**config.mk**
```make
export PLATFORM = sky130hd
export DESIGN_NAME = readyTable
export DESIGN_NICKNAME = d
export VERILOG_FILES = /design/src/logic/regTypesPkg.sv /design/src/logic/readyTable.sv
export VERILOG_INCLUDE_DIRS = /design/src /design/src/include
export SDC_FILE = /design/constraint.sdc
export NUM_CORES = 1
export LEC_CHECK = 0
export ABC_AREA = 1
export BUFFER_PORTS_ARGS = -buffer_cell sky130_fd_sc_hd__clkbuf_2
export CAP_MARGIN = 20
export CORE_MARGIN = 2
export CORE_UTILIZATION = 40
export CTS_CLUSTER_SIZE = 40
export DETAILED_ROUTE_END_ITERATION = 6
export PLACE_DENSITY_LB_ADDON = 0.3
export SLEW_MARGIN = 20
export SYNTH_ARGS = -nofsm -noshare
export SYNTH_HDL_FRONTEND = slang
export SYNTH_SLANG_ARGS = --single-unit
```
**constraint.sdc**
```tcl
create_clock -name clk -period 1.2 [get_ports clk]
set_input_delay 0.18 -clock clk [delete_from_list [all_inputs] [get_ports clk]]
set_output_delay 0.18 -clock clk [all_outputs]
set_load 0.02 [all_outputs]
```
**src/include/regRead_params.svh**
```systemverilog
`ifndef REGREAD_PARAMS_SVH
`define REGREAD_PARAMS_SVH

// Issue width, also the number of write-back lanes
`define RR_LANES 4

// Physical register file
`define RR_PHYS_REGS 64
`define RR_TAG_W 6
`define RR_DATA_W 32

// Branch speculation
`define RR_CHECKPOINTS 4
`define RR_CKPT_W 2

// Registers holding committed architectural state out of reset
`define RR_ARCH_REGS 32

// Opaque instruction fields carried alongside each lane
`define RR_PAYLOAD_W 16

`endif

```
**src/logic/regTypesPkg.sv**
```systemverilog
`default_nettype none
`include "regRead_params.svh"

package regTypesPkg;

  typedef logic [`RR_TAG_W-1:0]     regTag_t;     // Physical register number
  typedef logic [`RR_DATA_W-1:0]    regData_t;    // Operand value
  typedef logic [`RR_PAYLOAD_W-1:0] payload_t;    // Passes through untouched
  typedef logic [`RR_PHYS_REGS-1:0] readyVec_t;   // One bit per register

  typedef logic [$clog2(`RR_LANES)-1:0] laneIdx_t;

endpackage

`default_nettype wire

```
**src/logic/readyTable.sv**
```systemverilog
`timescale 1ns/100ps
`default_nettype none
`include "regRead_params.svh"

// Operand ready bits consulted by the issue queue
module readyTable
(
  input  logic                   clk,
  input  logic                   rst_i,
  input  logic                   exceptionFlag_i,
  input  logic                   unmapValid_i [`RR_LANES],
  input  regTypesPkg::regTag_t   unmapTag_i   [`RR_LANES],
  input  logic                   wakeValid_i  [`RR_LANES],
  input  regTypesPkg::regTag_t   wakeTag_i    [`RR_LANES],
  output regTypesPkg::readyVec_t phyRegRdy_o
);

  localparam regTypesPkg::readyVec_t archReady =
    {{(`RR_PHYS_REGS-`RR_ARCH_REGS){1'b0}}, {`RR_ARCH_REGS{1'b1}}};

  regTypesPkg::readyVec_t readyNext;

  always_comb
  begin
    readyNext = phyRegRdy_o;
    for (int l = 0; l < `RR_LANES; l++)
    begin
      if (unmapValid_i[l])
      begin
        readyNext[unmapTag_i[l]] = 1'b0;
      end
    end
    // Wake-up applied last so a set beats a clear
    for (int l = 0; l < `RR_LANES; l++)
    begin
      if (wakeValid_i[l])
      begin
        readyNext[wakeTag_i[l]] = 1'b1;
      end
    end
  end

  always_ff @(posedge clk)
  begin
    if (rst_i || exceptionFlag_i)
    begin
      phyRegRdy_o <= archReady;  // Only committed mappings survive a flush
    end
    else
    begin
      phyRegRdy_o <= readyNext;
    end
  end

  for (genvar l = 0; l < `RR_LANES; l++)
  begin : gWakeChk
    assert property (@(posedge clk)
      wakeValid_i[l] && !rst_i && !exceptionFlag_i |=> phyRegRdy_o[$past(wakeTag_i[l])]);
  end

endmodule

`default_nettype wire

```
# --- After elaboration in Yosys (flattened, before gate mapping) ---
# Index checks and enable logic that the tools add are counted.
op_classes:
  n_bitwise: 12
  muxes: 24
  n_reduce_logical: 9
  order_cmp: 16
op_table:
  columns: ["op", "count"]
  rows:
  - ["$mux 64", 8]
  - ["$and 64x64->64", 4]
  - ["$not 64->64", 4]
  - ["$or 64x64->64", 4]
  - ["$lt 6x7->1 const B", 8]
  - ["$demux 1 s6", 8]
  - ["$ge 6x1->1 const B", 8]
  - ["$logic_and 1x1->1", 8]
  - ["$mux 1", 8]
  - ["$logic_or 1x1->1", 1]
totals:
  wordCells: 62
  regBits: 64

# --- Depth between registers and ports, before layout ---
depth:
  ltp_word: 21
  mapped_depth: 8
  depth_no_buf: 8

# --- Worst setup path after synthesis ---
# No wires, ideal clock.
synth_path:
  kind: "input-to-reg"
  from: "input unmapTag_i[5] in the netlist's numbering"
  to: "register phyRegRdy_o[2]"
  setup_slack_ps: -24
  path_buffers: 1
  t_arrival_ps: 1111
  cell_stages: 5
  setup_time_ps: 114
  cell_sequence: "buf_4 -> nor3_1 -> a21boi_0 -> nand3_1 -> nand2_1"
synth_between:
  elab_chain_cells: 15
synth_lines:
  columns: ["item", "line", "rtl"]
  rows:
  - ["start, declared", "readyTable.sv:12", "input regTypesPkg::regTag_t unmapTag_i [`RR_LANES],"]
  - ["$lt 6x7->1 (not written as such) or $ge 6x1->1 (tied branches)", "readyTable.sv:30", "readyNext[unmapTag_i[l]] = 1'b0;"]
  - ["$logic_and 1x1->1 (not written as such)", "readyTable.sv:30", null]
  - ["$mux 1 (not written as such)", "readyTable.sv:30", null]
  - ["$demux 1 s6 *", "readyTable.sv:30", null]
  - ["$not 64->64 (no source line) *", null, null]
  - ["$and 64x64->64 (no source line) *", null, null]
  - ["$mux 64 *", "readyTable.sv:28", "if (unmapValid_i[l])"]
  - ["$or 64x64->64 (no source line)", null, null]
  - ["$mux 64 *", "readyTable.sv:36", "if (wakeValid_i[l])"]
  - ["$or 64x64->64 (no source line)", null, null]
  - ["$mux 64 *", "readyTable.sv:36", null]
  - ["$or 64x64->64 (no source line)", null, null]
  - ["$mux 64 *", "readyTable.sv:36", null]
  - ["$or 64x64->64 (no source line)", null, null]
  - ["$mux 64 *", "readyTable.sv:36", null]
  - ["end signal, assigned", "readyTable.sv:47", "phyRegRdy_o <= archReady;"]
  - ["end signal, assigned", "readyTable.sv:51", "phyRegRdy_o <= readyNext;"]
  - ["end, declared", "readyTable.sv:15", "output regTypesPkg::readyVec_t phyRegRdy_o"]
# Every way passes the cells marked *; elsewhere a longest branch is shown, timed or not.
# A chain may end at the register's enable or synchronous reset.

# --- Worst setup path after layout ---
layout_path:
  from: "register phyRegRdy_o[13]"
  to: "output phyRegRdy_o[13]"
# No word-level cell between the ends.

==> flow_summary.yaml <==
status:
  status: "finished with violations"
  violations: "DRC"
power_and_ir_drop:
  peakVddDrop_mv: 0.6679
  combPwrFrac_pct: 25.1
  p_sw_share_pct: 31.48
  leakagePower_nw: 4.464
  p_per_area_mw_per_mm2: 743.6
  p_clk_share_pct: 42.8
  p_int_mw: 4.625
  seq_power_share_pct: 32.1
  p_switching_mw: 2.125
synthesis:
  ys_types: 21
  ys_seq_area_share_pct: 20.94
  synth_edf_count: 0
  ys_async_sr_fraction_pct: 0
  synth.top_cell.area_share_pct: 22.45
  yosys_register_bits: 64
  synth_area_leaders: "nand2_1 (22%), dfxtp_1 (21%), nor2_1 (15%)"
  syn_avg_cell_area_um2: 5.220
  netlist_instances: 1172
  synthesis.area_mm2: 0.006118
  synth_area_leader_cell: "nand2_1"
  syn_nets: 1231
  ys.warnings.count: 0
  synth_flop_cell: "dfxtp_1"
critical_path:
  cp.arrival_ns: 0.98
  critPathLaunch: "phyRegRdy_o[13]$_SDFF_PP1_"
  slowest_stage: "dfxtp_1"
  crit_fanout: 2
  critPathBufInv: 1
  slowest_delay_ns: 0.43
  crit_chain: "clkbuf_2"
  critPathTopFamily: "flip-flops"
  end_kind: "primary output"
  crit_required_ns: 1.02
  critPathLaunchType: "flop"
  r2r_start: "phyRegRdy_o[39]$_SDFF_PP0_"
  crit_type: "flop to primary output"
global_routing:
  grt_pass1_wl_mm: 48.80
  grt_util_all_layers_pct: 39.59
  grt_pass1_vias: 8615
  grt_max_degree: 33
  grt_antenna_before_repair: 1
  grt_overflow_total: 0
finish:
  mostFrequentLayoutCells: "nand2_1 (366), nor2_1 (238), buf_4 (233)"
  layout_commonest_cell: "nand2_1"
  syn2layout_area_growth_pct: 48.36
  nets: 1591
  diodes: 0
  drive_gt1_share_pct: 25.76
  top_register: "phyRegRdy_o"
  top_regs: "phyRegRdy_o (64)"
  final_util_pct: 60.16
  largest_reg_flops: 64
  final_cell_area_mm2: 0.009077
  fillers: 1557
route:
  drt-wirelength-per-cell_um: 18.96
  routed-via-count: 9444
  final_antenna_net_count: 0
  drt_iter0_markers: 1124
  vias_per_cell: 5.475
  wirelength_mm: 32.70
  first_pass_iters: 7
  drcViolationCount: 2
hold_path:
  hp-class: "input port to flop"
  hp-start: "unmapTag_i[9]"
sta:
  max_freq_mhz: 860.0
  finalCritPeriodShare_pct: 96.90
  setup-violations-final: 0
  fin_crit_ns: 1.163
  maxSlewViolCount: 0
  worst_slew_pin_slew_ns: 0.5086
  hold_violations: 0
  relSlewSlack_pct: 65.97
  tns_ns: 0
  clock_skew_ns: 0
  rsz0062_at_grt: "no"
floorplanning:
  die_h_um: 127.7
  rows: 45
  core_area_mm2: 0.01509
  ioPinCount: 123
  die_x_um: 127.7
  dieArea_mm2: 0.01630
  floorplan.initialDensity_pct: 40.55
clock_tree:
  cts_tree: "done"
  h-tree-depth: 3
  ctsHoldBuffers: 0
  cts_root_buf: "clkbuf_16"
  clkLatencyLatePin_ns: 0.34
  cts_num_sinks: 64
  clockBufferDepth: 2
  cts_setup_buffers: 0
  path_clk_slew_ns: 0.06
  cts_buffers: 9
  cts_resized: 0
placed_design:
  port-buffer-count: 122
  gp_congestion: 1.031
  placed_cell_area_mm2: 0.008736
  dpl.hpwl_mm: 26.69
flow_run:
  maxCapViolCount: 0
[layout make-up]
class	count	area [µm²]	area share [%]
Timing Repair Buffer	358	2420	26.66
Tap cell	188	235.2	2.591
Multi-Input combinational cell	967	4324	47.64
Clock buffer	10	229.0	2.522
Sequential cell	64	1281	14.11
Clock inverter	6	92.59	1.020
Inverter	132	495.5	5.458
[synth_stat cells, drive strengths merged, types with 22 or more instances]
cell type and instances:
nand2 366, nor2 247, nand3 84, o22ai 23, a21oi 73, nand4 37, o21ai 73, inv 132
a21boi 22, nor3 28, dfxtp 64
[kinds of logic after synthesis]
group | synth area share [%]
AO/OA/AOI/OAI | 18.77
buffers and inverters | 8.794
flip-flops | 20.94
AND/OR/NAND/NOR | 51.49
[power groups by stage]
stage | Sequential (mW) | Clock [mW] | Combinational, mW
after floorplan | 2.23 | 0 | 0.639
after global placement | 2.21 | 0 | 1.63
after detailed placement | 2.21 | 0 | 1.63
after CTS | 2.16 | 2.90 | 1.64
after global routing | 2.16 | 2.99 | 1.81
final | 2.17 | 2.89 | 1.70
[per-stage QoR]
stage | setup slack (ns) | total power [mW] | hold slack (ns) | std cells
final | 0.03723 | 6.750 | 0.3029 | 1725
after global routing | 0.01559 | 6.961 | 0.3269 | 1725
after CTS | 0.05340 | 6.699 | 0.2811 | 1725
after detailed placement | -0.3033 | 3.843 | 0.4726 | 1709
after global placement | -0.2898 | 3.837 | 0.4596 | 1709
after floorplan | 0.004049 | 2.870 | 0.4032 | 1172
[worst paths after layout]
kind	slack [ns]	endpoint	cells after the start
min reg2reg	0.48	phyRegRdy_o[27]$_SDFF_PP1_	2
max reg2reg	0.25	phyRegRdy_o[39]$_SDFF_PP0_	4
min	0.30	phyRegRdy_o[41]$_SDFF_PP0_	4
max	0.04	phyRegRdy_o[13]	1
[routing by layer]
layer / global-route usage [%] / share of wire (%) / vias to the layer above
met1: 51.72 / 40 / 4118
met4: 20.94 / 5.8 / 2
li1: - / - / 4552
met3: 6.386 / 10 / 126
met5: 0 / 0.037 / -
met2: 62.85 / 44 / 646
Power figures use the tool's default switching activity.
