===== config.mk =====
export PLATFORM = sky130hd
export DESIGN_NAME = operandSelect_flat
export DESIGN_NICKNAME = d
export VERILOG_FILES = /design/src/logic/regTypesPkg.sv /design/src/logic/wbBus_if.sv /design/src/logic/operandSelect.sv /design/src/flat_wrapper.sv
export VERILOG_INCLUDE_DIRS = /design/src /design/src/include
export SDC_FILE = /design/constraint.sdc
export NUM_CORES = 1
export LEC_CHECK = 0
export BUFFER_PORTS_ARGS = -buffer_cell sky130_fd_sc_hd__clkbuf_2
export CAP_MARGIN = 5
export CORE_AREA = 5 5 350 352
export DETAILED_ROUTE_END_ITERATION = 16
export DIE_AREA = 0 0 355 357
export GPL_TIMING_DRIVEN = 0
export PLACE_DENSITY = 0.44
export SYNTH_ARGS = -nofsm -noshare
export SYNTH_HDL_FRONTEND = slang
export SYNTH_SLANG_ARGS = --single-unit

===== constraint.sdc =====
create_clock -name clk -period 2.1 [get_ports clk]
set_input_delay 0.21 -clock clk [delete_from_list [all_inputs] [get_ports clk]]
set_output_delay 0.21 -clock clk [all_outputs]
set_load 0.05 [all_outputs]

===== src/include/regRead_params.svh =====
`ifndef REGREAD_PARAMS_SVH
`define REGREAD_PARAMS_SVH

// Issue width, also the number of write-back lanes
`define RR_LANES 4

// Physical register file
`define RR_PHYS_REGS 64
`define RR_TAG_W 6
`define RR_DATA_W 32

// Branch speculation
`define RR_CHECKPOINTS 4
`define RR_CKPT_W 2

// Registers holding committed architectural state out of reset
`define RR_ARCH_REGS 32

// Opaque instruction fields carried alongside each lane
`define RR_PAYLOAD_W 16

`endif


===== src/logic/regTypesPkg.sv =====
`default_nettype none
`include "regRead_params.svh"

package regTypesPkg;

  typedef logic [`RR_TAG_W-1:0]     regTag_t;     // Physical register number
  typedef logic [`RR_DATA_W-1:0]    regData_t;    // Operand value
  typedef logic [`RR_PAYLOAD_W-1:0] payload_t;    // Passes through untouched
  typedef logic [`RR_PHYS_REGS-1:0] readyVec_t;   // One bit per register

  typedef logic [$clog2(`RR_LANES)-1:0] laneIdx_t;

endpackage

`default_nettype wire


===== src/logic/wbBus_if.sv =====
`timescale 1ns/100ps
`default_nettype none
`include "regRead_params.svh"

// Write-back results, one strobe per lane per cycle
interface wbBus_if;

  logic                  wrValid [`RR_LANES];
  regTypesPkg::regTag_t  wrDest  [`RR_LANES];
  regTypesPkg::regData_t wrData  [`RR_LANES];

  modport src
  (
    output wrValid,
    output wrDest,
    output wrData
  );

  modport rf
  (
    input wrValid,
    input wrDest,
    input wrData
  );

  modport fwd
  (
    input wrValid,
    input wrDest,
    input wrData
  );

endinterface

`default_nettype wire


===== src/logic/operandSelect.sv =====
`timescale 1ns/100ps
`default_nettype none
`include "regRead_params.svh"

module operandSelect
(
  input  logic                  clk,
  input  logic                  rst_i,
  wbBus_if.fwd                  wb,
  input  logic                  laneLive_i [`RR_LANES],
  input  regTypesPkg::regTag_t  srcTag_i   [2*`RR_LANES],
  input  regTypesPkg::regData_t rfData_i   [2*`RR_LANES],
  input  regTypesPkg::regTag_t  destTag_i  [`RR_LANES],
  input  regTypesPkg::payload_t payload_i  [`RR_LANES],
  output logic                  fuValid_o  [`RR_LANES],
  output regTypesPkg::regData_t srcData_o  [2*`RR_LANES],
  output regTypesPkg::regTag_t  destTag_o  [`RR_LANES],
  output regTypesPkg::payload_t payload_o  [`RR_LANES]
);

  logic                  fwdHit  [2*`RR_LANES];
  regTypesPkg::laneIdx_t fwdLane [2*`RR_LANES];
  regTypesPkg::regData_t srcData [2*`RR_LANES];

  // Tag match against every write-back lane, later lanes override
  always_comb
  begin
    for (int s = 0; s < 2*`RR_LANES; s++)
    begin
      fwdHit[s]  = 1'b0;
      fwdLane[s] = '0;
      for (int l = 0; l < `RR_LANES; l++)
      begin
        if (wb.wrValid[l] && (wb.wrDest[l] == srcTag_i[s]))
        begin
          fwdHit[s]  = 1'b1;
          fwdLane[s] = regTypesPkg::laneIdx_t'(l);
        end
      end
    end
  end

  always_comb
  begin
    for (int s = 0; s < 2*`RR_LANES; s++)
    begin
      srcData[s] = fwdHit[s] ? wb.wrData[fwdLane[s]] : rfData_i[s];
    end
  end

  always_ff @(posedge clk)
  begin
    for (int l = 0; l < `RR_LANES; l++)
    begin
      if (rst_i)
      begin
        fuValid_o[l] <= 1'b0;
      end
      else
      begin
        fuValid_o[l] <= laneLive_i[l];
      end
    end
  end

  // Payload side of the output register
  always_ff @(posedge clk)
  begin
    for (int s = 0; s < 2*`RR_LANES; s++)
    begin
      srcData_o[s] <= srcData[s];
    end
    for (int l = 0; l < `RR_LANES; l++)
    begin
      destTag_o[l] <= destTag_i[l];
      payload_o[l] <= payload_i[l];
    end
  end

  for (genvar l = 0; l < `RR_LANES; l++)
  begin : gRstChk
    assert property (@(posedge clk) rst_i |=> !fuValid_o[l]);
  end

endmodule

`default_nettype wire


===== src/flat_wrapper.sv =====
// flat-port wrapper written by rule: the top's interface ports become plain ports
module operandSelect_flat 
  (clk, rst_i, laneLive_i, srcTag_i, rfData_i, destTag_i, payload_i, fuValid_o, srcData_o, destTag_o, payload_o, wb_wrValid, wb_wrDest, wb_wrData);
  wbBus_if wb_i ();
  input  logic clk;
  input  logic rst_i;
  input  logic laneLive_i[`RR_LANES];
  input  regTypesPkg::regTag_t srcTag_i[2*`RR_LANES];
  input  regTypesPkg::regData_t rfData_i[2*`RR_LANES];
  input  regTypesPkg::regTag_t destTag_i[`RR_LANES];
  input  regTypesPkg::payload_t payload_i[`RR_LANES];
  output logic fuValid_o[`RR_LANES];
  output regTypesPkg::regData_t srcData_o[2*`RR_LANES];
  output regTypesPkg::regTag_t destTag_o[`RR_LANES];
  output regTypesPkg::payload_t payload_o[`RR_LANES];
  input wire logic [$bits(wb_i.wrValid)-1:0] wb_wrValid;
  input wire logic [$bits(wb_i.wrDest)-1:0] wb_wrDest;
  input wire logic [$bits(wb_i.wrData)-1:0] wb_wrData;
  assign wb_i.wrValid = {>>{wb_wrValid}};
  assign wb_i.wrDest = {>>{wb_wrDest}};
  assign wb_i.wrData = {>>{wb_wrData}};
  operandSelect u_core (.clk(clk), .rst_i(rst_i), .wb(wb_i), .laneLive_i(laneLive_i), .srcTag_i(srcTag_i), .rfData_i(rfData_i), .destTag_i(destTag_i), .payload_i(payload_i), .fuValid_o(fuValid_o), .srcData_o(srcData_o), .destTag_o(destTag_o), .payload_o(payload_o));
endmodule

# After elaboration in Yosys (flattened, before gate mapping)
# Index checks and enable logic that the tools add are counted.
op_classes:
  add_sub_neg: 0
  multipliers: 0
  div: 0
  order_cmp: 8
  eq_ne: 32
  shift: 0
  mux: 88
  bitwise: 8
  reduce_logical: 32
ops:
  columns: ["operator", "count"]
  rows:
  - ["$mux 32", 24]
  - ["$bmux 32 s2", 8]
  - ["$eq 6x6->1", 32]
  - ["$mux 1", 40]
  - ["$logic_and 1x1->1", 32]
  - ["$mux 2", 16]
  - ["$ge 3x3->1 const B", 8]
  - ["$not 2->3", 8]
word_totals:
  register_bits: 348
  latch_bits: 0
  mem_bits_rw: 0
  mem_bits_ro: 0
  inputBits: 554
  wordCells: 188
  n_memories: 0

# Logic depth before layout (Yosys ltp)
logic_depth:
  depth_word: 10
  depth_mapped: 9
  depth_no_buf: 6

# Worst setup path after synthesis
# No wires, ideal clock.
synth_path:
  path_type: "input to register"
  startpoint: "in wb_wrDest[16]"
  endpoint: "reg u_core.srcData_o[215] (netlist name)"
  setup_ns: 0.125
  arrival_time_ns: 1.827
  slack_ns: 0.147
  stages: 9
  path_cell_list: "buf_6 -> xnor2_1 -> nand3_1 -> or4b_1 -> buf_6 -> buf_6 -> a221o_1 -> o211ai_1 -> a31oi_1"
synth_rtl:
  columns: ["item", "line_no", "source"]
  rows:
  - ["start, declared", "flat_wrapper.sv:17", "input wire logic [$bits(wb_i.wrDest)-1:0] wb_wrDest;"]
  - ["end signal, assigned by index", "operandSelect.sv:71", "srcData_o[s] <= srcData[s];"]
  - ["end, declared", "operandSelect.sv:16", "output regTypesPkg::regData_t srcData_o [2*`RR_LANES],"]

==> impl_metrics.py <==
metrics = {
    "run_status": {
        "status": "finished, violations left",
        "violations": "setup timing",
    },
    "critical_path": {
        "cp_num_cells": 8,
        "max_stage_delay_ns": 0.56,
        "critPathTopFamily": "buffers and inverters",
        "arrival_ns": 2.77,
        "cp_cell_sequence": "clkbuf_2 > clkbuf_4 > clkbuf_2 > and2_1 > clkbuf_1 > a221oi_1 > o211ai_1 > o21a_1",
        "critPathSlowestCell": "o211ai_1",
        "crit_fanout": 10,
        "critPathLaunch": "wb_wrValid[2]",
        "crit_path_end_kind": "flop",
        "worst_ep_required_time_ns": 2.68,
        "worst-setup-path-type": "in2reg",
        "start_kind": "input port",
        "crit_path_frequent_cell": "clkbuf_2",
        "path_buf_inv": 4,
    },
    "cells_and_area": {
        "final_net_count": 4131,
        "final_cells": 5176,
        "fillers": 13191,
        "drive_gt1_share_pct": 31.7,
        "multi_input_area_mm2": 0.0115,
        "syn_to_final_growth_pct": 60.6,
        "seqCellArea_mm2": 0.00697,
    },
    "detailed_routing": {
        "vias": 25498,
        "viasPerCell": 4.93,
        "finalWirelength_um": 170000,
        "drt_pass1_iterations": 6,
        "drc": 0,
        "detail_route.wl_per_cell_um": 32.9,
        "antenna_left": 0,
        "drt_iter0_markers": 2585,
    },
    "logic_synthesis": {
        "syn_area_per_cell_um2": 8.24,
        "synthMostInstantiatedCell": "dfxtp_1",
        "synth_top_area_cell": "dfxtp_1",
        "netlist_area_mm2": 0.0196,
        "synth-seq-cells": 348,
        "synth_common_cells": "348 x dfxtp_1, 242 x clkbuf_1, 216 x nor2_1",
        "synth_cells": 2375,
        "seq_area_frac_synth_pct": 35.6,
        "syn-num-nets": 2929,
        "synth-warning-count": 0,
        "synth_enable_flop_cells": 0,
        "synth_area_leaders": "dfxtp_1 36%, a221oi_1 6.8%, xnor2_1 6.1%, clkbuf_1 4.6%, a2bb2oi_1 4.4%",
        "synth_ff_type": "dfxtp_1",
        "synth_top_cell_area_share_pct": 35.6,
        "post_synth_num_cell_types": 43,
        "synthArstFlopShare_pct": 0,
    },
    "sta": {
        "fin_crit_sh_pct": 104,
        "finalWorstPathRequiredPeriod_ns": 2.19,
        "max_freq_mhz": 456,
        "finalHoldViolCount": 0,
        "hold_slack_ns": 0.0304,
        "setup_viol": 4,
        "rsz0062_at_grt": "true",
        "setup_ws_ns": -0.0908,
        "worst_slew_pin_slew_ns": 1.00,
        "slew_viol_final": 0,
        "max_slew_margin_pct": 33.2,
    },
    "hold_path": {
        "hold_path_class": "in2reg",
        "worstHoldStart": "wb_wrData[93]",
        "whs_path_depth": 4,
    },
    "grt": {
        "grt_max_degree": 14,
        "grtUsageMet3_pct": 7.56,
        "grt_overflow": 0,
        "grt_pass1_vias": 25829,
        "busiest_layer": "met2",
        "groute.usage.overall_pct": 25.4,
        "grt_pass1_wl_um": 223000,
        "grt_util_met1_pct": 29.3,
        "antenna_found_initial": 49,
        "grtUsageMet2_pct": 44.5,
    },
    "placement": {
        "io_buffers": 781,
        "globalplace.congestion": 0.917,
        "numPlacedInstances": 4716,
        "hpwl_um": 133000,
    },
    "pwr": {
        "power_density_mw_per_mm2": 707,
        "total_power_mw": 22.2,
        "vdd_drop_max_v": 0.000576,
        "p_leak_nw": 13.0,
    },
    "die": {
        "core_area_mm2": 0.119,
        "io_pins": 902,
        "start_util_pct": 16.4,
        "die_x_um": 355,
        "die-height_um": 357,
        "fp-row-count": 127,
        "fp.dieArea_mm2": 0.127,
    },
    "cts": {
        "cts_tree": "done",
        "cts-root-buf": "clkbuf_16",
        "h-tree-depth": 2,
        "cts_buffers": 46,
        "cts_sinks": 348,
        "path_clk_slew_ns": 0.06,
        "clockBufferDepth": 3,
    },
    "job": {
        "max_cap_viol_count": 0,
    },
}
[worst paths after layout]
path	endpoint
max	u_core.srcData_o[103]
min	u_core.srcData_o[157]
[per-stage QoR]
stage          util [%]  setup slack [ns]  instance area, um2  TNS (ns)
4_1_cts            26.2          -0.00810               31200  -0.00810
3_3_place_gp       21.4             -2.90               25400   -464.00
6_report           26.4           -0.0908               31400    -0.112
5_1_grt            26.4           -0.0725               31400   -0.0993
3_5_place_dp       21.6             -2.25               25700   -378.73
2_1_floorplan         -             0.147               19600         0
[area by class of cell]
class	instances	area share (%)
Tap cell	1548	6.16
Timing Repair Buffer	1172	24.9
Clock inverter	21	0.800
Buffer	348	5.11
Sequential cell	348	22.2
Clock buffer	64	4.23
Multi-Input combinational cell	1661	36.5
Antenna cell	14	0.111
[cells in the final DEF, fill, tap and decap left out, types with 20 or more instances in the layout]
master         count
nand4_1           25
a221o_1           71
a2bb2oi_1         86
buf_4             35
clkbuf_1         171
clkbuf_16         46
o21a_1            20
mux2_2            35
dfxtp_1          348
o211a_1           31
o211ai_1          89
and2_1            30
clkbuf_2         825
nand3_1           21
mux2i_1           32
o21ai_0          162
o21ai_1           51
xor2_1            56
a221oi_1         149
a31oi_1           72
dlygate4sd3_1    356
nand2_1          163
xnor2_1          136
a21oi_1           99
nor2_1           210
buf_2             74
nor4_1            35
buf_1             34
[registers in the layout, summed over array words and instances, names as in the netlist]
signal,cells
u_core.destTag_o,24
u_core.fuValid_o,4
u_core.payload_o,64
u_core.srcData_o,256
[timing repair]
action,in CTS,in global routing
buffers inserted,15,8
hold buffers,356,0
hold endpoints to repair,339,0
gates resized for setup,116,51
pin swaps,11,13
endpoints found under the setup margin,256,106
[per-layer routing]
| metal | part of all wire, % | up-vias |
|---|---|---|
| met4 | 4.6 | 38 |
| met3 | 9.3 | 321 |
| met1 | 38 | 12456 |
| met2 | 48 | 1515 |
| li1 | - | 11168 |
| met5 | 0.14 | - |
[where the power goes]
| group | total (mW) | internal, mW | leakage (nW) | switching [mW] |
|---|---|---|---|---|
| combinational | 6.57 | 2.08 | 9.31 | 4.48 |
| clock | 8.42 | 4.85 | 0.778 | 3.57 |
| sequential | 7.26 | 7.11 | 2.94 | 0.148 |
[cell families after synthesis]
kind of cell,after synthesis,synth area share (%)
XOR/XNOR,192,8.59
flip-flops,348,35.6
buffers and inverters,366,7.85
multiplexers,67,3.65
AND/OR/NAND/NOR,547,13.0
AO/OA/AOI/OAI,855,31.3
(Power assumes the default switching activity.)
