`src/include/regRead_params.svh`:
```
`ifndef REGREAD_PARAMS_SVH
`define REGREAD_PARAMS_SVH

// Issue width, also the number of write-back lanes
`define RR_LANES 4

// Physical register file
`define RR_PHYS_REGS 64
`define RR_TAG_W 6
`define RR_DATA_W 32

// Branch speculation
`define RR_CHECKPOINTS 4
`define RR_CKPT_W 2

// Registers holding committed architectural state out of reset
`define RR_ARCH_REGS 32

// Opaque instruction fields carried alongside each lane
`define RR_PAYLOAD_W 16

`endif

```
`src/logic/branchPkg.sv`:
```
`default_nettype none
`include "regRead_params.svh"

package branchPkg;

  typedef logic [`RR_CHECKPOINTS-1:0] branchMask_t;  // Unresolved branches ahead
  typedef logic [`RR_CKPT_W-1:0]      ckptId_t;      // Branch being resolved

endpackage

`default_nettype wire

```
`src/logic/squashFilter.sv`:
```
`timescale 1ns/100ps
`default_nettype none
`include "regRead_params.svh"

module squashFilter
(
  input  logic                   clk,
  input  logic                   fuValid_i      [`RR_LANES],
  input  branchPkg::branchMask_t branchMask_i   [`RR_LANES],
  input  logic                   ctrlVerified_i,
  input  logic                   ctrlMispredict_i,
  input  branchPkg::ckptId_t     ctrlCkpt_i,
  output logic                   laneLive_o     [`RR_LANES]
);

  logic mispredict;

  assign mispredict = ctrlVerified_i & ctrlMispredict_i;  // Only resolved branches squash

  always_comb
  begin
    for (int l = 0; l < `RR_LANES; l++)
    begin
      laneLive_o[l] = fuValid_i[l] & ~(mispredict & branchMask_i[l][ctrlCkpt_i]);
    end
  end

  for (genvar l = 0; l < `RR_LANES; l++)
  begin : gLaneChk
    // A squash may only drop a lane, never create one
    assert property (@(posedge clk) laneLive_o[l] |-> fuValid_i[l]);
  end

endmodule

`default_nettype wire

```
`config.mk`:
```
export PLATFORM = sky130hd
export DESIGN_NAME = squashFilter
export DESIGN_NICKNAME = d
export VERILOG_FILES = /design/src/logic/branchPkg.sv /design/src/logic/squashFilter.sv
export VERILOG_INCLUDE_DIRS = /design/src /design/src/include
export SDC_FILE = /design/constraint.sdc
export NUM_CORES = 1
export LEC_CHECK = 0
export ABC_AREA = 1
export BUFFER_PORTS_ARGS = -buffer_cell sky130_fd_sc_hd__buf_2
export CAP_MARGIN = 10
export CORE_AREA = 5 5 42 44
export DETAILED_ROUTE_END_ITERATION = 7
export DIE_AREA = 0 0 47 49
export GPL_TIMING_DRIVEN = 0
export SKIP_LAST_GASP = 1
export SLEW_MARGIN = 20
export SYNTH_ARGS = -nofsm -noshare
export SYNTH_HDL_FRONTEND = slang
export SYNTH_SLANG_ARGS = --single-unit
```
`constraint.sdc`:
```
create_clock -name vclk -period 1
set_clock_uncertainty 0.15 [all_clocks]
set_input_delay 0.2 -clock vclk [all_inputs]
set_output_delay 0.2 -clock vclk [all_outputs]
set_load 0.01 [all_outputs]
```
======== Word level (Yosys, flattened, before mapping) ========
Index checks and enable logic that the tools add are counted.
cells by class
  multiplexer cells ....................... 8
  order comparisons ....................... 1
  bitwise operators ....................... 13
operators with widths
  cell                                                                   number
  1-bit bitwise AND                                                      9
  1-bit binary-select mux with 2-bit select                              4
  1-bit 2-to-1 mux                                                       4
  1-bit inverter                                                         4
  2-bit by 3-bit < comparator with 1-bit output (second input constant)  1
word-level totals
  flip-flop bits (word level) ............. 0
  output and inout bits ................... 4
  input bits .............................. 25

======== Logic depth before layout (Yosys ltp) ========
Gate-level depths: netlist (run 1).
  word-level depth ........................ 5
  depth in mapped cells ................... 7

======== Worst setup path before layout (run 1) ========
No wires, ideal clock.
  path kind ............................... input to output
  start ................................... in ctrlCkpt_i[0]
  end ..................................... out laneLive_o[1] in the netlist's numbering
  stages .................................. 7
  path buffers ............................ 1
  slack ................................... -33 ps
  arrival time ............................ 683 ps
  path through ............................ buf_6 > inv_2 > nand2_1 > nand3_1 > nand3_1 > nand2_1 > inv_1
RTL lines
  what                line                source
  start: declaration  squashFilter.sv:12  input branchPkg::ckptId_t ctrlCkpt_i,
  end: declaration    squashFilter.sv:13  output logic laneLive_o [`RR_LANES]

==> results.py, run 1 <==
metrics = {
    "pwr": {
        "powerDensity_mw_per_mm2": 391,
        "vdd.ir_drop.worst_v": 0.000144,
        "p_leak_nw": 0.268,
    },
    "hold_path": {
        "hold_class": "in -> out",
        "holdPathStages": 4,
    },
    "finish": {
        "drive_above_1_share_pct": 69.6,
        "design_area_um2": 457,
        "final_common_cell": "buf_2",
        "multi_input_area_um2": 204,
        "design.seq.count": 0,
        "ff_latch_area_um2": 0,
        "areaGrowthSynthToFinish_pct": 159,
        "clkbuf_count": 0,
        "fill_cells": 169,
        "mostFrequentLayoutCells": "25 x buf_2, 13 x nand2_1, 7 x nand3_2, 6 x nand2_2, 5 x nand3_1",
        "fin_nets": 96,
        "layout.cells.non_filler": 85,
        "n_antenna_cell": 0,
    },
    "drt": {
        "num_vias": 349,
        "vias_per_cell": 4.11,
        "wl_um": 891,
        "ant_nets": 0,
        "drt_pre_antenna_iters": 4,
        "drt_iter0_markers": 1,
        "drc": 0,
        "routedWlPerCell_um": 10.5,
    },
    "sta": {
        "final.period_utilization_pct": 113,
        "fin_ws_ns": -0.128,
        "period_needed_ns": 1.13,
        "hold_viol_final": 0,
        "fin_setup_tns_ns": -0.462,
        "rsz0062_at_grt": "yes",
        "setup-violations-final": 4,
        "drv_slew": 0,
        "slew-limit-headroom_pct": 92.6,
        "timing.fmax_mhz": 886,
        "tightest_slew_ns": 0.111,
        "finalHoldWorstSlack_ns": 0.516,
    },
    "setup_path": {
        "critical-path-top-delay-family": "buffers and inverters",
        "cp.depth": 8,
        "critPathArrivalTime_ns": 0.78,
        "path_class": "in -> out",
        "crit_buf_inv": 4,
        "cp-start-kind": "primary input",
        "required_ns": 0.65,
        "cp_cell_sequence": "buf_12, clkinv_8, nand2_1, nand3_1, nand3_2, nand2_2, inv_2, buf_6",
        "crit_path_end_kind": "output port",
        "cp_slowest_cell": "buf_12",
        "crit_fanout": 8,
        "slowest_delay_ns": 0.11,
    },
    "synth": {
        "synth_top_area_share_pct": 44.7,
        "netlist_area_um2": 176,
        "yosysUniqueCellTypes": 5,
        "ys_seq_area_share_pct": 0,
        "yosys-top-cells-area": "nand2_1 45%, nand3_1 34%, inv_1 11%",
        "synth_top_area_cell": "nand2_1",
        "yosys_warnings": 0,
        "synth_cells": 41,
        "postSynthAreaPerCell_um2": 4.30,
        "synth.net_count": 66,
    },
    "place": {
        "numPortBuffers": 27,
        "gp_congestion": 0.667,
        "dp_cells": 84,
        "dpl.hpwl_um": 643,
        "place_area_um2": 345,
        "place_ws_ns": -0.193,
    },
    "floorplanning": {
        "die_h_um": 49,
        "rows": 14,
        "floorplan.initialDensity_pct": 12.6,
        "die_w_um": 47,
        "io_pins": 29,
        "die-area_mm2": 0.00230,
        "core_area_mm2": 0.00140,
    },
    "run_status": {
        "violations": "negative setup slack",
        "status": "complete, but fails checks",
    },
    "global_route": {
        "grt_pass1_wl_um": 1270,
        "grt_max_degree": 9,
        "grt.overflow.total": 0,
        "antenna_found_initial": 0,
        "first_global_vias": 289,
        "globalRouteTotalUtil_pct": 6.88,
    },
    "job": {
        "max_cap_viol_count": 0,
    },
    "clocking": {
        "cts_hold_buf": 0,
    },
}
## metal layers
metal | wire length (um) | global-route usage (%) | up-vias
met5 | 0 | 0 | -
met4 | 0 | 0 | 0
met3 | 122 | 1.11 | 0
met2 | 440 | 11.8 | 16
met1 | 328 | 9.35 | 147
li1 | - | - | 186
## logic make-up after synthesis
family | after synthesis | synth area share (%)
buffers and inverters | 8 | 21.3
AND/OR/NAND/NOR | 33 | 78.7
## timing repair
action                                  CTS  global route
pin swaps                                 3             6
setup buffers                             0             0
hold endpoints to repair                  0             0
resized for setup                        12            12
gates cloned                              1             0
endpoints found under the setup margin    4             4
## worst min-delay path, cell delays in order
cell and delay [ns]:
buf_2 0.07, nand2_1 0.04, inv_1 0.04, buf_2 0.11
## path summary, 6_finish.rpt
kind                      start  slack (ns)       endpoint
setup / recovery  ctrlCkpt_i[0]       -0.13  laneLive_o[1]
hold / removal     fuValid_i[0]        0.52  laneLive_o[0]
## stage by stage
stage / power [mW] / utilization, %
floorplan: 0.0671 / -
global placement: 0.129 / 24.6
detailed placement: 0.131 / 24.6
CTS: 0.159 / 29.1
global route: 0.198 / 32.6
finish: 0.178 / 32.6
## cells in the mapped netlist
master / count
nand3_1: 12
buf_6: 1
nand2_1: 21
inv_1: 5
inv_2: 2
## cell type report
| type | count | share of cell area [%] |
|---|---|---|
| Buffer | 1 | 4.38 |
| Multi-Input combinational cell | 33 | 44.7 |
| Inverter | 7 | 9.04 |
| Tap cell | 16 | 4.38 |
| Timing Repair Buffer | 28 | 37.5 |
## report_power, final
part	total, mW	switching, mW	internal, mW
sequential	0	0	0
combinational	0.178	0.0831	0.0954
clock	0	0	0
Power figures use the tool's default switching activity.
==> inputs of run 2 (changes only) <==
Settings changed: BUFFER_PORTS_ARGS -buffer_cell sky130_fd_sc_hd__buf_2 to -buffer_cell sky130_fd_sc_hd__clkbuf_2.
==> run 2 against run 1 <==
  * The run still ends with negative setup slack left
  * Core utilization increased by 3.8 points
  * Design area up 12%
  * Die area unchanged
  * Via count up 6.9%
  * Hold slack lost 0.0095 ns
  * Sequential share of layout area unchanged
  * Combinational power increased by 15%
  * First-iteration DRC count stayed put
  * Critical endpoint unchanged
  * Largest cell class unchanged
  * Highest routed layer unchanged
==> results.py, run 2 (synthesis gave the netlist of run 1 again) <==
metrics = {
    "pwr": {
        "internal_power_mw": 0.105,
        "pwr-share-comb_pct": 100.0,
        "p_seq_share_pct": 0,
        "powerDensity_mw_per_mm2": 399,
        "power_switching_mw": 0.0986,
        "p_clk_share_pct": 0,
        "swShare_pct": 48.4,
        "p_leak_nw": 0.296,
        "vdd.ir_drop.worst_v": 0.000153,
    },
    "run_status": {
        "violations": "negative setup slack",
        "status": "complete, but fails checks",
    },
    "floorplanning": {
        "die-area_mm2": 0.00230,
        "die_w_um": 47,
        "core_area_mm2": 0.00140,
        "io_pins": 29,
        "floorplan.initialDensity_pct": 12.6,
        "rows": 14,
        "die_h_um": 49,
    },
    "place": {
        "place_area_um2": 345,
        "numPortBuffers": 27,
        "gp_congestion": 0.687,
    },
    "setup_path": {
        "path_class": "in -> out",
        "cp_cell_sequence": "buf_12, inv_12, nand2_2, nand3_2, nand3_2, nand2_1, inv_2, buf_6",
        "cp_slowest_cell": "buf_12",
        "cp-start-kind": "primary input",
        "crit_path_end_kind": "output port",
        "cpMostUsedCell": "nand3_2",
        "slowest_delay_ns": 0.12,
        "critPathArrivalTime_ns": 0.79,
        "required_ns": 0.65,
        "crit_fanout": 8,
    },
    "drt": {
        "drt_iter0_markers": 1,
        "routedWlPerCell_um": 11.7,
        "drc": 0,
        "drt_pre_antenna_iters": 2,
        "wl_um": 993,
        "vias_per_cell": 4.39,
        "num_vias": 373,
        "ant_nets": 0,
    },
    "hold_path": {
        "hold_class": "in -> out",
    },
    "finish": {
        "clkbuf_count": 0,
        "n_antenna_cell": 0,
        "design.seq.count": 0,
        "final_common_cell": "clkbuf_2",
        "fin_nets": 96,
        "areaGrowthSynthToFinish_pct": 189,
        "fill_cells": 163,
        "design_area_um2": 510,
        "mostFrequentLayoutCells": "24 x clkbuf_2, 12 x nand3_2, 9 x nand2_1, 8 x nand2_2, 4 x nand2_4",
        "ff_latch_area_um2": 0,
        "drive_above_1_share_pct": 82.6,
    },
    "sta": {
        "drv_slew": 0,
        "tightest_slew_ns": 0.126,
        "final.period_utilization_pct": 114,
        "rsz0062_at_grt": "yes",
        "hold_viol_final": 0,
        "period_needed_ns": 1.14,
        "slew-limit-headroom_pct": 91.6,
        "fin_ws_ns": -0.139,
        "fin_setup_tns_ns": -0.502,
        "timing.fmax_mhz": 878,
        "setup-violations-final": 4,
    },
    "global_route": {
        "first_global_vias": 390,
        "globalRouteTotalUtil_pct": 9.12,
        "antenna_found_initial": 0,
        "grt.overflow.total": 0,
        "grt_pass1_wl_um": 1680,
        "grt_max_degree": 9,
    },
    "job": {
        "max_cap_viol_count": 0,
    },
    "clocking": {
        "cts_hold_buf": 0,
    },
}
-- run 2: changes by cell type in the layout (fill, tap and decap cells not counted) --
cell	before	now
clkbuf_2	0	24
clkinv_8	1	0
inv_4	1	0
inv_12	0	1
nand2_4	2	4
nand2_2	6	8
buf_4	1	0
inv_6	0	1
clkbuf_8	0	1
nand3_2	7	12
nand2_1	13	9
buf_2	25	1
nand3_1	5	0
-- run 2: layer usage --
layer  up-vias  track usage, %  wire length (um)
met1       171            12.0               347
met5         -               0                 0
met2        16            16.1               545
li1        186               -                 -
met4         0               0                 0
met3         0            1.48               100
-- run 2: cell type report --
class	instances	area (um^2)	share of cell area [%]
well taps	16	20.0	3.92
repair buffers	28	178	34.8
multi-input cells	33	249	48.8
inverters	7	43.8	8.58
plain buffers	1	20.0	3.92
-- run 2: power groups by stage --
| stage | Combinational, mW | Sequential, mW | Clock [mW] |
|---|---|---|---|
| 2_1_floorplan | 0.0671 | 0 | 0 |
| 3_3_place_gp | 0.130 | 0 | 0 |
| 3_5_place_dp | 0.132 | 0 | 0 |
| 4_1_cts | 0.198 | 0 | 0 |
| 5_1_grt | 0.224 | 0 | 0 |
| 6_report | 0.204 | 0 | 0 |
-- run 2: metrics by stage --
stage | utilization, % | hold WS (ns) | std cells | setup slack, ns | power, mW
detailed placement | 24.6 | 0.522 | 84 | -0.213 | 0.132
finish | 36.4 | 0.506 | 85 | -0.139 | 0.204
global route | 36.4 | 0.518 | 85 | -0.182 | 0.224
global placement | 24.6 | 0.521 | 84 | -0.209 | 0.130
CTS | 36.0 | 0.517 | 85 | -0.123 | 0.198
floorplan | - | 0.341 | 41 | 0.00192 | 0.0671
-- run 2: critical path, delay by kind of cell --
| kind | cells | cell delay [ns] |
|---|---|---|
| buffers and inverters | 4 | 0.33 |
| and+or+nand+nor | 4 | 0.25 |
-- run 2: path summary, 6_finish.rpt --
path	start	end	slack, ns	depth (start not counted)
setup / recovery	ctrlCkpt_i[0]	laneLive_o[1]	-0.14	8
hold / removal	fuValid_i[1]	laneLive_o[1]	0.51	4
-- run 2: timing repair --
| action | CTS | global route |
|---|---|---|
| pin swaps | 13 | 2 |
| resized for setup | 35 | 3 |
| endpoints found under the hold margin | 0 | 0 |
| cloned | 1 | 0 |
| setup endpoints to repair | 4 | 4 |
| setup buffers | 0 | 0 |
